**config.mk**
```make
export PLATFORM = sky130hd
export DESIGN_NAME = rectOverlay
export DESIGN_NICKNAME = d
export VERILOG_FILES = /design/src/hw/pixelPkg.sv /design/src/hw/videoPkg.sv /design/src/hw/rasterIf.sv /design/src/hw/layerMix.sv /design/src/hw/rasterScan.sv /design/src/hw/rectDraw.sv /design/src/hw/rectOverlay.sv
export VERILOG_INCLUDE_DIRS = /design/src /design/src/hw
export SDC_FILE = /design/constraint.sdc
export NUM_CORES = 1
export LEC_CHECK = 0
export BUFFER_PORTS_ARGS = -buffer_cell sky130_fd_sc_hd__buf_2
export CAP_MARGIN = 10
export CORE_MARGIN = 8
export CORE_UTILIZATION = 30
export CTS_CLUSTER_DIAMETER = 200
export DETAILED_ROUTE_END_ITERATION = 10
export HOLD_SLACK_MARGIN = 0.03
export SYNTH_ARGS = -nofsm -noshare
export SYNTH_HDL_FRONTEND = slang
export SYNTH_SLANG_ARGS = --single-unit
```
**constraint.sdc**
```tcl
create_clock -name iCLK -period 2.9 [get_ports iCLK]
set_input_delay 0.435 -clock iCLK [delete_from_list [all_inputs] [get_ports iCLK]]
set_output_delay 0.435 -clock iCLK [all_outputs]
set_load 0.005 [all_outputs]
```
**src/hw/overlay_consts.svh**
```systemverilog
//--------------------------------------------------------------------------
// Overlay engine constants
// Frame geometry, sync placement and palette depth for the shrunken
// 64x48 raster
//--------------------------------------------------------------------------
`ifndef OVERLAY_CONSTS_SVH
`define OVERLAY_CONSTS_SVH

// Horizontal geometry in pixels
`define OVL_H_ACTIVE      64
`define OVL_H_BLANK       16
`define OVL_HSYNC_LEN     8
`define OVL_H_TOTAL       (`OVL_H_ACTIVE + `OVL_H_BLANK)
`define OVL_HSYNC_START   (`OVL_H_ACTIVE + 4)     // 4 pixel front porch

// Vertical geometry in lines
`define OVL_V_ACTIVE      48
`define OVL_V_BLANK       4
`define OVL_VSYNC_LEN     2
`define OVL_V_TOTAL       (`OVL_V_ACTIVE + `OVL_V_BLANK)
`define OVL_VSYNC_START   (`OVL_V_ACTIVE + 1)     // 1 line front porch

// Coordinate widths, wide enough for the full totals
`define OVL_X_BITS        7
`define OVL_Y_BITS        6

`define OVL_PAL_DEPTH     16                      // Marker palette entries

`endif

```
**src/hw/pixelPkg.sv**
```systemverilog
//--------------------------------------------------------------------------
// Pixel package
// Colour channel, true-colour pixel and palette index types shared by the
// drawers and the layer mixer
//--------------------------------------------------------------------------
`include "overlay_consts.svh"

package pixelPkg;

    // One 8-bit colour channel
    typedef logic [7:0] channel_t;

    // True-colour pixel, red in the top byte
    typedef struct packed
    {
        channel_t r;
        channel_t g;
        channel_t b;
    } rgb_t;

    // Index into the marker palette
    typedef logic [$clog2(`OVL_PAL_DEPTH)-1:0] palIdx_t;

    // Blanking colour
    localparam rgb_t RGB_BLACK = '{
        r: 8'h00,
        g: 8'h00,
        b: 8'h00
    };

endpackage

```
**src/hw/videoPkg.sv**
```systemverilog
//--------------------------------------------------------------------------
// Video timing package
// Raster coordinate types and the bundle of timing flags that travels
// alongside pixel data through the pipeline
//--------------------------------------------------------------------------
`include "overlay_consts.svh"

package videoPkg;

    //----------------------------------------------------------------------
    // Coordinates
    //----------------------------------------------------------------------
    // Horizontal position, covers active and blanking pixels
    typedef logic [`OVL_X_BITS-1:0] xPos_t;

    // Vertical position, covers active and blanking lines
    typedef logic [`OVL_Y_BITS-1:0] yPos_t;

    //----------------------------------------------------------------------
    // Timing flags
    //----------------------------------------------------------------------
    // Delayed as one word to stay aligned with the drawers
    typedef struct packed
    {
        logic de;           // Active area
        logic hsync;        // Line sync, active high
        logic vsync;        // Frame sync, active high
    } syncBits_t;

endpackage
```
**src/hw/rasterIf.sv**
```systemverilog
//--------------------------------------------------------------------------
// Raster position bundle
// Carries scan position, data enable and both syncs from the scanner to
// the drawers and the mixer
//--------------------------------------------------------------------------
`timescale 1ns/1ns

interface rasterIf;

    import videoPkg::*;

    xPos_t x;               // Pixel within the line
    yPos_t y;               // Line within the frame
    logic  de;              // High inside the active area
    logic  hsync;           // Active high
    logic  vsync;           // Active high

    // Scanner side
    modport src
    (
        output x, y, de, hsync, vsync
    );

    // Drawer and mixer side
    modport snk
    (
        input x, y, de, hsync, vsync
    );

endinterface

```
**src/hw/layerMix.sv**
```systemverilog
//--------------------------------------------------------------------------
// Layer mixer
// Marker over fill over background, with the marker colour looked up in
// a 16-entry palette. Syncs are realigned to the drawers and registered
//--------------------------------------------------------------------------
`timescale 1ns/1ns
`include "overlay_consts.svh"

module layerMix
(
    input  logic              iCLK,
    input  logic              iRST,         // Sync, active high
    rasterIf.snk              ras,
    input  logic              iFillHit,
    input  pixelPkg::rgb_t    iFillColor,
    input  logic              iMarkHit,
    input  pixelPkg::palIdx_t iMarkIdx,
    input  pixelPkg::rgb_t    iBgColor,
    input  logic              iPalWe,       // Palette write strobe
    input  pixelPkg::palIdx_t iPalAddr,
    input  pixelPkg::rgb_t    iPalData,
    output pixelPkg::rgb_t    oPixel,
    output logic              oDe,
    output logic              oHsync,
    output logic              oVsync
);

    import pixelPkg::*;
    import videoPkg::*;

    rgb_t      palMem [`OVL_PAL_DEPTH];     // Marker palette
    rgb_t      palColor;
    rgb_t      qPixel;
    syncBits_t rSync  [0:1];                // Matches drawer latency

    //----------------------------------------------------------------------
    // Palette RAM
    //----------------------------------------------------------------------
    always_ff @(posedge iCLK)
    begin
        if (iPalWe)
            palMem[iPalAddr] <= iPalData;
    end

    assign palColor = palMem[iMarkIdx];     // Async read

    //----------------------------------------------------------------------
    // Timing alignment
    //----------------------------------------------------------------------
    always_ff @(posedge iCLK)
    begin
        if (iRST)
        begin
            rSync[0] <= '0;
            rSync[1] <= '0;
        end
        else
        begin
            rSync[0] <= '{de: ras.de, hsync: ras.hsync, vsync: ras.vsync};
            rSync[1] <= rSync[0];
        end
    end

    //----------------------------------------------------------------------
    // Priority select
    //----------------------------------------------------------------------
    always_comb
    begin
        if (!rSync[1].de)
            qPixel = RGB_BLACK;             // Blanking
        else if (iMarkHit)
            qPixel = palColor;
        else if (iFillHit)
            qPixel = iFillColor;
        else
            qPixel = iBgColor;
    end

    // Output stage, one cycle after the hits
    always_ff @(posedge iCLK)
    begin
        if (iRST)
        begin
            oPixel <= RGB_BLACK;
            oDe    <= 1'b0;
            oHsync <= 1'b0;
            oVsync <= 1'b0;
        end
        else
        begin
            oPixel <= qPixel;
            oDe    <= rSync[1].de;
            oHsync <= rSync[1].hsync;
            oVsync <= rSync[1].vsync;
        end
    end

endmodule

```
**src/hw/rasterScan.sv**
```systemverilog
//--------------------------------------------------------------------------
// Raster scanner
// Walks every position of the frame, one per cycle, and drives the
// registered position, data enable and sync pulses
//--------------------------------------------------------------------------
`timescale 1ns/1ns
`include "overlay_consts.svh"

module rasterScan
(
    input  logic  iCLK,
    input  logic  iRST,         // Sync, active high
    rasterIf.src  ras
);

    import videoPkg::*;

    xPos_t hCnt, hNext;         // Horizontal counter
    yPos_t vCnt, vNext;         // Vertical counter
    logic  rDe, rHs, rVs;

    //----------------------------------------------------------------------
    // Next position
    //----------------------------------------------------------------------
    always_comb
    begin
        hNext = hCnt + 1'b1;
        vNext = vCnt;
        if (hCnt == xPos_t'(`OVL_H_TOTAL - 1))
        begin
            hNext = '0;                             // Wrap line
            if (vCnt == yPos_t'(`OVL_V_TOTAL - 1))
                vNext = '0;                         // Wrap frame
            else
                vNext = vCnt + 1'b1;
        end
    end

    //----------------------------------------------------------------------
    // Registered outputs
    //----------------------------------------------------------------------
    // Flags are computed from the next position so they line up with it
    always_ff @(posedge iCLK)
    begin
        if (iRST)
        begin
            hCnt <= '0;
            vCnt <= '0;
            rDe  <= 1'b1;                           // 0,0 is active
            rHs  <= 1'b0;
            rVs  <= 1'b0;
        end
        else
        begin
            hCnt <= hNext;
            vCnt <= vNext;
            rDe  <= (hNext < `OVL_H_ACTIVE) && (vNext < `OVL_V_ACTIVE);
            rHs  <= (hNext >= `OVL_HSYNC_START)
                 && (hNext <  `OVL_HSYNC_START + `OVL_HSYNC_LEN);
            rVs  <= (vNext >= `OVL_VSYNC_START)
                 && (vNext <  `OVL_VSYNC_START + `OVL_VSYNC_LEN);   // Whole lines
        end
    end

    assign ras.x     = hCnt;
    assign ras.y     = vCnt;
    assign ras.de    = rDe;
    assign ras.hsync = rHs;
    assign ras.vsync = rVs;

endmodule

```
**src/hw/rectDraw.sv**
```systemverilog
//--------------------------------------------------------------------------
// Rectangle drawer
// Two-stage hit test of the raster position against inclusive bounds,
// with the payload delayed to match. Latency 2
//--------------------------------------------------------------------------
`timescale 1ns/1ns
`include "overlay_consts.svh"

module rectDraw #(
    parameter int  pBitWidth  = `OVL_X_BITS,
    parameter int  pBitHeight = `OVL_Y_BITS,
    parameter type tPayload   = logic [7:0]     // Colour or palette index
)(
    input  logic                  iCLK,
    input  logic                  iRST,         // Sync, active high
    rasterIf.snk                  ras,
    input  logic [pBitWidth-1:0]  iXs,          // Left edge, inclusive
    input  logic [pBitWidth-1:0]  iXe,          // Right edge, inclusive
    input  logic [pBitHeight-1:0] iYs,          // Top edge, inclusive
    input  logic [pBitHeight-1:0] iYe,          // Bottom edge, inclusive
    input  tPayload               iPayload,
    output logic                  oHit,
    output tPayload               oPayload
);

    logic [3:0] rCke;               // Per-edge compare results
    logic       rHit;
    tPayload    rPay [0:1];         // Payload delay line

    //----------------------------------------------------------------------
    // Stage 1
    //----------------------------------------------------------------------
    // Blanking positions never hit
    always_ff @(posedge iCLK)
    begin
        if (iRST)
            rCke <= 4'b0000;
        else
        begin
            rCke[0] <= ras.de && (iXs <= ras.x);
            rCke[1] <= ras.de && (ras.x <= iXe);
            rCke[2] <= ras.de && (iYs <= ras.y);
            rCke[3] <= ras.de && (ras.y <= iYe);
        end
    end

    //----------------------------------------------------------------------
    // Stage 2
    //----------------------------------------------------------------------
    always_ff @(posedge iCLK)
    begin
        if (iRST)
            rHit <= 1'b0;
        else
            rHit <= &rCke;                          // Inside on all sides
    end

    always_ff @(posedge iCLK)
    begin
        rPay[0] <= iPayload;
        rPay[1] <= rPay[0];
    end

    assign oHit     = rHit;
    assign oPayload = rPay[1];

endmodule

```
**src/hw/rectOverlay.sv**
```systemverilog
//--------------------------------------------------------------------------
// Rectangle overlay top
// Scanner, fill and marker drawers and the layer mixer. Position to pixel
// latency is 3 cycles
//--------------------------------------------------------------------------
`timescale 1ns/1ns
`include "overlay_consts.svh"

module rectOverlay
(
    input  logic              iCLK,
    input  logic              iRST,         // Sync, active high
    // Fill rectangle, true colour
    input  videoPkg::xPos_t   iFillXs,
    input  videoPkg::xPos_t   iFillXe,
    input  videoPkg::yPos_t   iFillYs,
    input  videoPkg::yPos_t   iFillYe,
    input  pixelPkg::rgb_t    iFillColor,
    // Marker rectangle, palette index
    input  videoPkg::xPos_t   iMarkXs,
    input  videoPkg::xPos_t   iMarkXe,
    input  videoPkg::yPos_t   iMarkYs,
    input  videoPkg::yPos_t   iMarkYe,
    input  pixelPkg::palIdx_t iMarkIdx,
    input  pixelPkg::rgb_t    iBgColor,
    // Palette write port
    input  logic              iPalWe,
    input  pixelPkg::palIdx_t iPalAddr,
    input  pixelPkg::rgb_t    iPalData,
    // Video out
    output pixelPkg::rgb_t    oPixel,
    output logic              oDe,
    output logic              oHsync,
    output logic              oVsync
);

    import pixelPkg::*;

    logic    fillHit, markHit;
    rgb_t    fillColor;             // Fill colour, drawer aligned
    palIdx_t markIdx;               // Marker index, drawer aligned

    rasterIf ras();

    rasterScan rasterScan_i (.iCLK(iCLK), .iRST(iRST), .ras(ras.src));

    //----------------------------------------------------------------------
    // Drawers
    //----------------------------------------------------------------------
    rectDraw #(
        .pBitWidth (`OVL_X_BITS),
        .pBitHeight(`OVL_Y_BITS),
        .tPayload  (rgb_t)
    ) fillDraw (
        .iCLK(iCLK), .iRST(iRST), .ras(ras.snk),
        .iXs(iFillXs), .iXe(iFillXe), .iYs(iFillYs), .iYe(iFillYe),
        .iPayload(iFillColor), .oHit(fillHit), .oPayload(fillColor)
    );

    rectDraw #(
        .pBitWidth (`OVL_X_BITS),
        .pBitHeight(`OVL_Y_BITS),
        .tPayload  (palIdx_t)
    ) markDraw (
        .iCLK(iCLK), .iRST(iRST), .ras(ras.snk),
        .iXs(iMarkXs), .iXe(iMarkXe), .iYs(iMarkYs), .iYe(iMarkYe),
        .iPayload(iMarkIdx), .oHit(markHit), .oPayload(markIdx)
    );

    // Mixer, adds the final output register
    layerMix layerMix_i (
        .iCLK(iCLK), .iRST(iRST), .ras(ras.snk),
        .iFillHit(fillHit), .iFillColor(fillColor),
        .iMarkHit(markHit), .iMarkIdx(markIdx),
        .iBgColor(iBgColor),
        .iPalWe(iPalWe), .iPalAddr(iPalAddr), .iPalData(iPalData),
        .oPixel(oPixel), .oDe(oDe), .oHsync(oHsync), .oVsync(oVsync)
    );

endmodule

```
# After elaboration in Yosys (flattened, before gate mapping)
# Memory sizes are Yosys's and may differ from the RTL's.
# Index checks and enable logic that the tools add are counted.
# classes
multipliers,0
shift,0
n_addsub,2
n_reduce_logical,14
div_mod_pow,0
n_eq_ne,2
magnitude_cmp,14
n_mux,12
n_bitwise,3
# ops
cell,n
2-to-1 mux 24 bit,2
less-or-equal comparator 7 bit,4
less-or-equal comparator 6 bit,4
"< comparator 7 bit, second input constant",2
"< comparator 6 bit, second input constant",2
2-to-1 mux 6 bit,2
logical AND 1 bit,11
AND reduction 4 bit,2
"adder 7 x 1 -> 7 bit, second input constant",1
"== test 7 bit, second input constant",1
"greater-or-equal comparator 7 bit, second input constant",1
2-to-1 mux 7 bit,1
"adder 6 x 1 -> 6 bit, second input constant",1
"== test 6 bit, second input constant",1
"greater-or-equal comparator 6 bit, second input constant",1
2-to-1 mux 3 bit,2
2-to-1 mux 1 bit,5
OR 1 bit,2
OR reduction 2 bit,1
NOT 1 bit,1
# totals
mem_count,4
out_inout_bits,27
mem_bits_rw,446
ff_bits,53
romBits,0
latch_bits,0
# mem_list
memory,depth,word_bits,read_ports,rd_clocked_by_memory_dff,write_ports,line_no,text
layerMix_i.palMem,16,24,1,0,1,layerMix.sv:31,rgb_t palMem [`OVL_PAL_DEPTH];
fillDraw.rPay,2,24,2,0,2,rectDraw.sv:28,tPayload rPay [0:1];
markDraw.rPay,2,4,2,0,2,rectDraw.sv:28,
layerMix_i.rSync,2,3,2,0,2,layerMix.sv:34,syncBits_t rSync [0:1];

# Logic depth before layout (Yosys ltp)
# depth
ltp_word,5
mapped_depth,7
depth_no_buf,7

# Hierarchy
# From an unflattened synthesis, not the netlist that was laid out.
# hier_totals
hier_cells,1197
hier_area_um2,19764.0
# by_module_without_submodules
mod,seq_area_each_um2,instances,cells_each,area_each_um2
layerMix,12191.7,1,817,16050.4
rectDraw at fillDraw,1061.0,1,172,1909.3
rectDraw at markDraw,260.2,1,112,958.4
rasterScan,320.3,1,96,845.8

# Worst setup path after synthesis
# OpenSTA, ideal clock, no wires.
# synth_timing
path_type,in2reg
from,in iPalAddr[3]
to,mem layerMix_i.palMem[0][0] (netlist bit) (enable)
path_buffers,0
required_time_ns,2.465
arrival_ns,2.617
path_stages,2
path_slack_ns,-0.152
path_cell_list,or3b_2 -> nor3_1
# synth_rtl
item,line_no,text
start: declaration,rectOverlay.sv:28,"input pixelPkg::palIdx_t iPalAddr,"
end: declaration,layerMix.sv:31,
# Straight into the memory's write port.

# Worst setup path in the final report
# layout_timing
from,reg rasterScan_i.hCnt[1] (netlist: rasterScan_i.ras.x[1])
to,reg rasterScan_i.rHs (netlist: rasterScan_i.ras.hsync)
# layout_via
elab_chain_cells,4
# layout_lines
item,line_no,text
start: declaration,rasterScan.sv:18,"xPos_t hCnt, hNext;"
start signal: assignment,rasterScan.sv:55,hCnt <= hNext;
adder 7 x 1 -> 7 bit or == test 7 bit (tied branches),"rasterScan.sv:27, rasterScan.sv:29",
2-to-1 mux 7 bit *,rasterScan.sv:29,if (hCnt == xPos_t'(`OVL_H_TOTAL - 1))
greater-or-equal comparator 7 bit (no source line) or < comparator 7 bit (tied branches),-,
logical AND 1 bit *,rasterScan.sv:58,rHs <= (hNext >= `OVL_HSYNC_START)
end signal: assignment,rasterScan.sv:58,
end: declaration,rasterScan.sv:20,"logic rDe, rHs, rVs;"
# Every way passes the cells marked *; elsewhere a longest branch is shown, timed or not.
# A chain may end at the register's enable or synchronous reset.

==> flow_metrics.env <==
export IMPL_status="complete, no violations"
export IMPL_grt_usage=0.126
export IMPL_num_rows=93
export IMPL_crit_chain="ha_1 -> nand3_1 -> nor2_1 -> o22ai_1 -> xnor2_1 -> o2111a_1"
export IMPL_async_flop_share=0
export IMPL_dr_pass1_iters=5
export IMPL_portBuffers=161
export IMPL_grt_ovfl_total=0
export IMPL_netlist_top_cells_area="edfxtp_1, dfxtp_1, mux4_2"
export IMPL_ant_nets=0
export IMPL_fp_coreArea_um2=64000
export IMPL_floorplan_initialDensity=0.301
export IMPL_numClockSinks=499
export IMPL_syn_area_um2=19300
export IMPL_syn_inst=1040
export IMPL_tightestPinTransition_ps=753
export IMPL_max_slew_margin_rel=0.498
export IMPL_io_pins=162
export IMPL_die_area_um2=72600
export IMPL_power_leakage_nw=8.27
export IMPL_cts_max_level=2
export IMPL_grt_pass1_wl_um=70300
export IMPL_nets=1461
export IMPL_synthFlopType="edfxtp_1"
export IMPL_post_cts_setup_buffers=0
export IMPL_ys_warn_count=0
export IMPL_slew_violations=0
export IMPL_synth_cell_type_count=46
export IMPL_grt_max_degree=49
export IMPL_fin_crit_sh=0.757
export IMPL_final_fill_count=5968
export IMPL_fin_crit_ps=2190
export IMPL_vdd_ir_drop_max_mv=0.444
export IMPL_critPathLaunchType="register"
export IMPL_pre_cts_ws_ps=756
export IMPL_synth_seq_cells=499
export IMPL_syn_nets=1229
export IMPL_synth_commonest_cells="edfxtp_1, dfxtp_1, mux4_2"
export IMPL_wire_per_inst_um=21.4
export IMPL_finalSetupViolations=0
export IMPL_cts_root_buf="clkbuf_16"
export IMPL_vias=10300
export IMPL_finalCoreUtilization=0.368
export IMPL_antenna_found_initial=9
export IMPL_synth_top_area_frac=0.599
export IMPL_path_clk_slew_ps=60
export IMPL_drtIter0Drc=631
export IMPL_synth_edf_count=384
export IMPL_dp_hpwl_um=29700
export IMPL_crit_family="simple AND/OR/NAND/NOR gates"
export IMPL_hp_class="in2reg"
export IMPL_p_per_area_nw_per_um2=661
export IMPL_cts_tree="done"
export IMPL_drc=0
export IMPL_cp_end_kind="register"
export IMPL_slowest_delay_ps=570
export IMPL_die_y_um=269
export IMPL_synth_most_common_cell="edfxtp_1"
export IMPL_worstSkewPairLatency_ps=630
export IMPL_crit_arrival_ps=2720
export IMPL_chipWidth_um=269
export IMPL_rsz0062_at_grt="false"
export IMPL_critPathKind="reg2reg"
export IMPL_wirelength_um=46500
export IMPL_crit_fanout=8
export IMPL_drive_above_1_share=0.322
export IMPL_fmax_mhz=456
export IMPL_skew_ps=48.5
export IMPL_path_buf_inv=0
export IMPL_yosysTopAreaCell="edfxtp_1"
export IMPL_area_growth_pct=22.3
export IMPL_grt_pass1_vias=11200
export IMPL_worst_path_max_delay_cell="nor2_1"
export IMPL_place_congestion=0.799
export IMPL_cp_required_ps=3430
export IMPL_yosysSeqAreaShare=0.718
export IMPL_final_hold_viol_count=0
export IMPL_ctsLongestPathBuffers=3
export IMPL_tns_ps=0
export IMPL_whs_ps=157
export IMPL_via_per_inst=4.73
export IMPL_syn_avg_cell_area_um2=18.5
export IMPL_drv_cap=0
export IMPL_numCtsBuffers=54
export IMPL_setup_slack_ps=705
[registers in the layout (all words and copies together), names as in the netlist, 4 cells and up]
signal              cells
fillDraw.rCke           4
layerMix_i.palMem     384
markDraw.rCke           4
rasterScan_i.ras.x      7
markDraw.rPay           8
layerMix_i.oPixel      24
fillDraw.rPay          48
rasterScan_i.ras.y      6
layerMix_i.rSync        6
[routing by layer]
layer / GRT usage / vias to the layer above / routed length (µm)
li1: - / 4642 / -
met1: 0.168 / 5262 / 20600
met2: 0.206 / 300 / 22100
met3: 0.0320 / 58 / 2960
met4: 0.0300 / 6 / 790
met5: 0 / - / 37
[where the power goes]
| part | switching [W] | leakage [nW] | internal [W] | total, W |
|---|---|---|---|---|
| Combinational | 0.000427 | 2.98 | 0.000397 | 0.000824 |
| Sequential | 0.0000651 | 4.42 | 0.00787 | 0.00793 |
| Clock | 0.00283 | 0.873 | 0.00399 | 0.00682 |
[stage by stage]
step | instances | cell area (µm²) | power (W)
2_1_floorplan | 1040 | 19300 | 0.00851
3_3_place_gp | 2043 | 21500 | 0.00888
3_5_place_dp | 2043 | 21500 | 0.00890
4_1_cts | 2170 | 23500 | 0.0158
5_1_grt | 2171 | 23500 | 0.0162
6_report | 2173 | 23600 | 0.0156
[timing repair]
action / CTS / global route
resized for setup: 0 / 0
endpoints found under the setup margin: 0 / 0
hold endpoints to repair: 28 / 0
hold buffers: 28 / 0
[layout make-up]
cell class	count	area (µm²)	share of cell area
sequential	499	13800	0.588
multi-input combinational	454	5190	0.220
timing repair buffer	221	1500	0.0637
clock buffer	69	1450	0.0615
tap	855	1070	0.0454
clock inverter	30	339	0.0144
inverter	42	158	0.00669
antenna	3	7.51	0.000319
[path summary, 6_finish.rpt]
kind                              start                endpoint  slack, ps  cells after the start
setup / recovery  rasterScan_i.ras.x[1]  rasterScan_i.ras.hsync        710                      6
hold / removal                     iRST           fillDraw.oHit        160                      2
setup reg to reg  rasterScan_i.ras.x[1]  rasterScan_i.ras.hsync        710                      6
hold reg to reg    fillDraw.rPay[0][18]    fillDraw.rPay[0][42]        320                      0
[cells by family after synthesis]
logic type | count (synthesis) | share of synthesized area
AO/OA/AOI/OAI | 116 | 0.0418
XOR/XNOR | 7 | 0.00318
adder cells (fa/ha/maj) | 54 | 0.0351
buffers and inverters | 87 | 0.0189
flip-flops | 499 | 0.718
multiplexers | 169 | 0.152
AND/OR/NAND/NOR | 108 | 0.0311
[layout by cell type, fill, tap and decap left out, drive strengths merged, types with 19 or more instances in the layout]
cell type / netlist / layout
inv: 41 / 42
dfxtp: 115 / 115
ha: 54 / 54
a221oi: 24 / 24
buf: 19 / 193
o21a: 19 / 19
mux4: 96 / 96
dlygate4sd3: 0 / 28
o21ai: 36 / 36
mux2: 25 / 25
clkinv: 1 / 24
mux2i: 48 / 48
nor2: 25 / 25
clkbuf: 26 / 69
edfxtp: 384 / 384
Power figures use the tool's default switching activity.
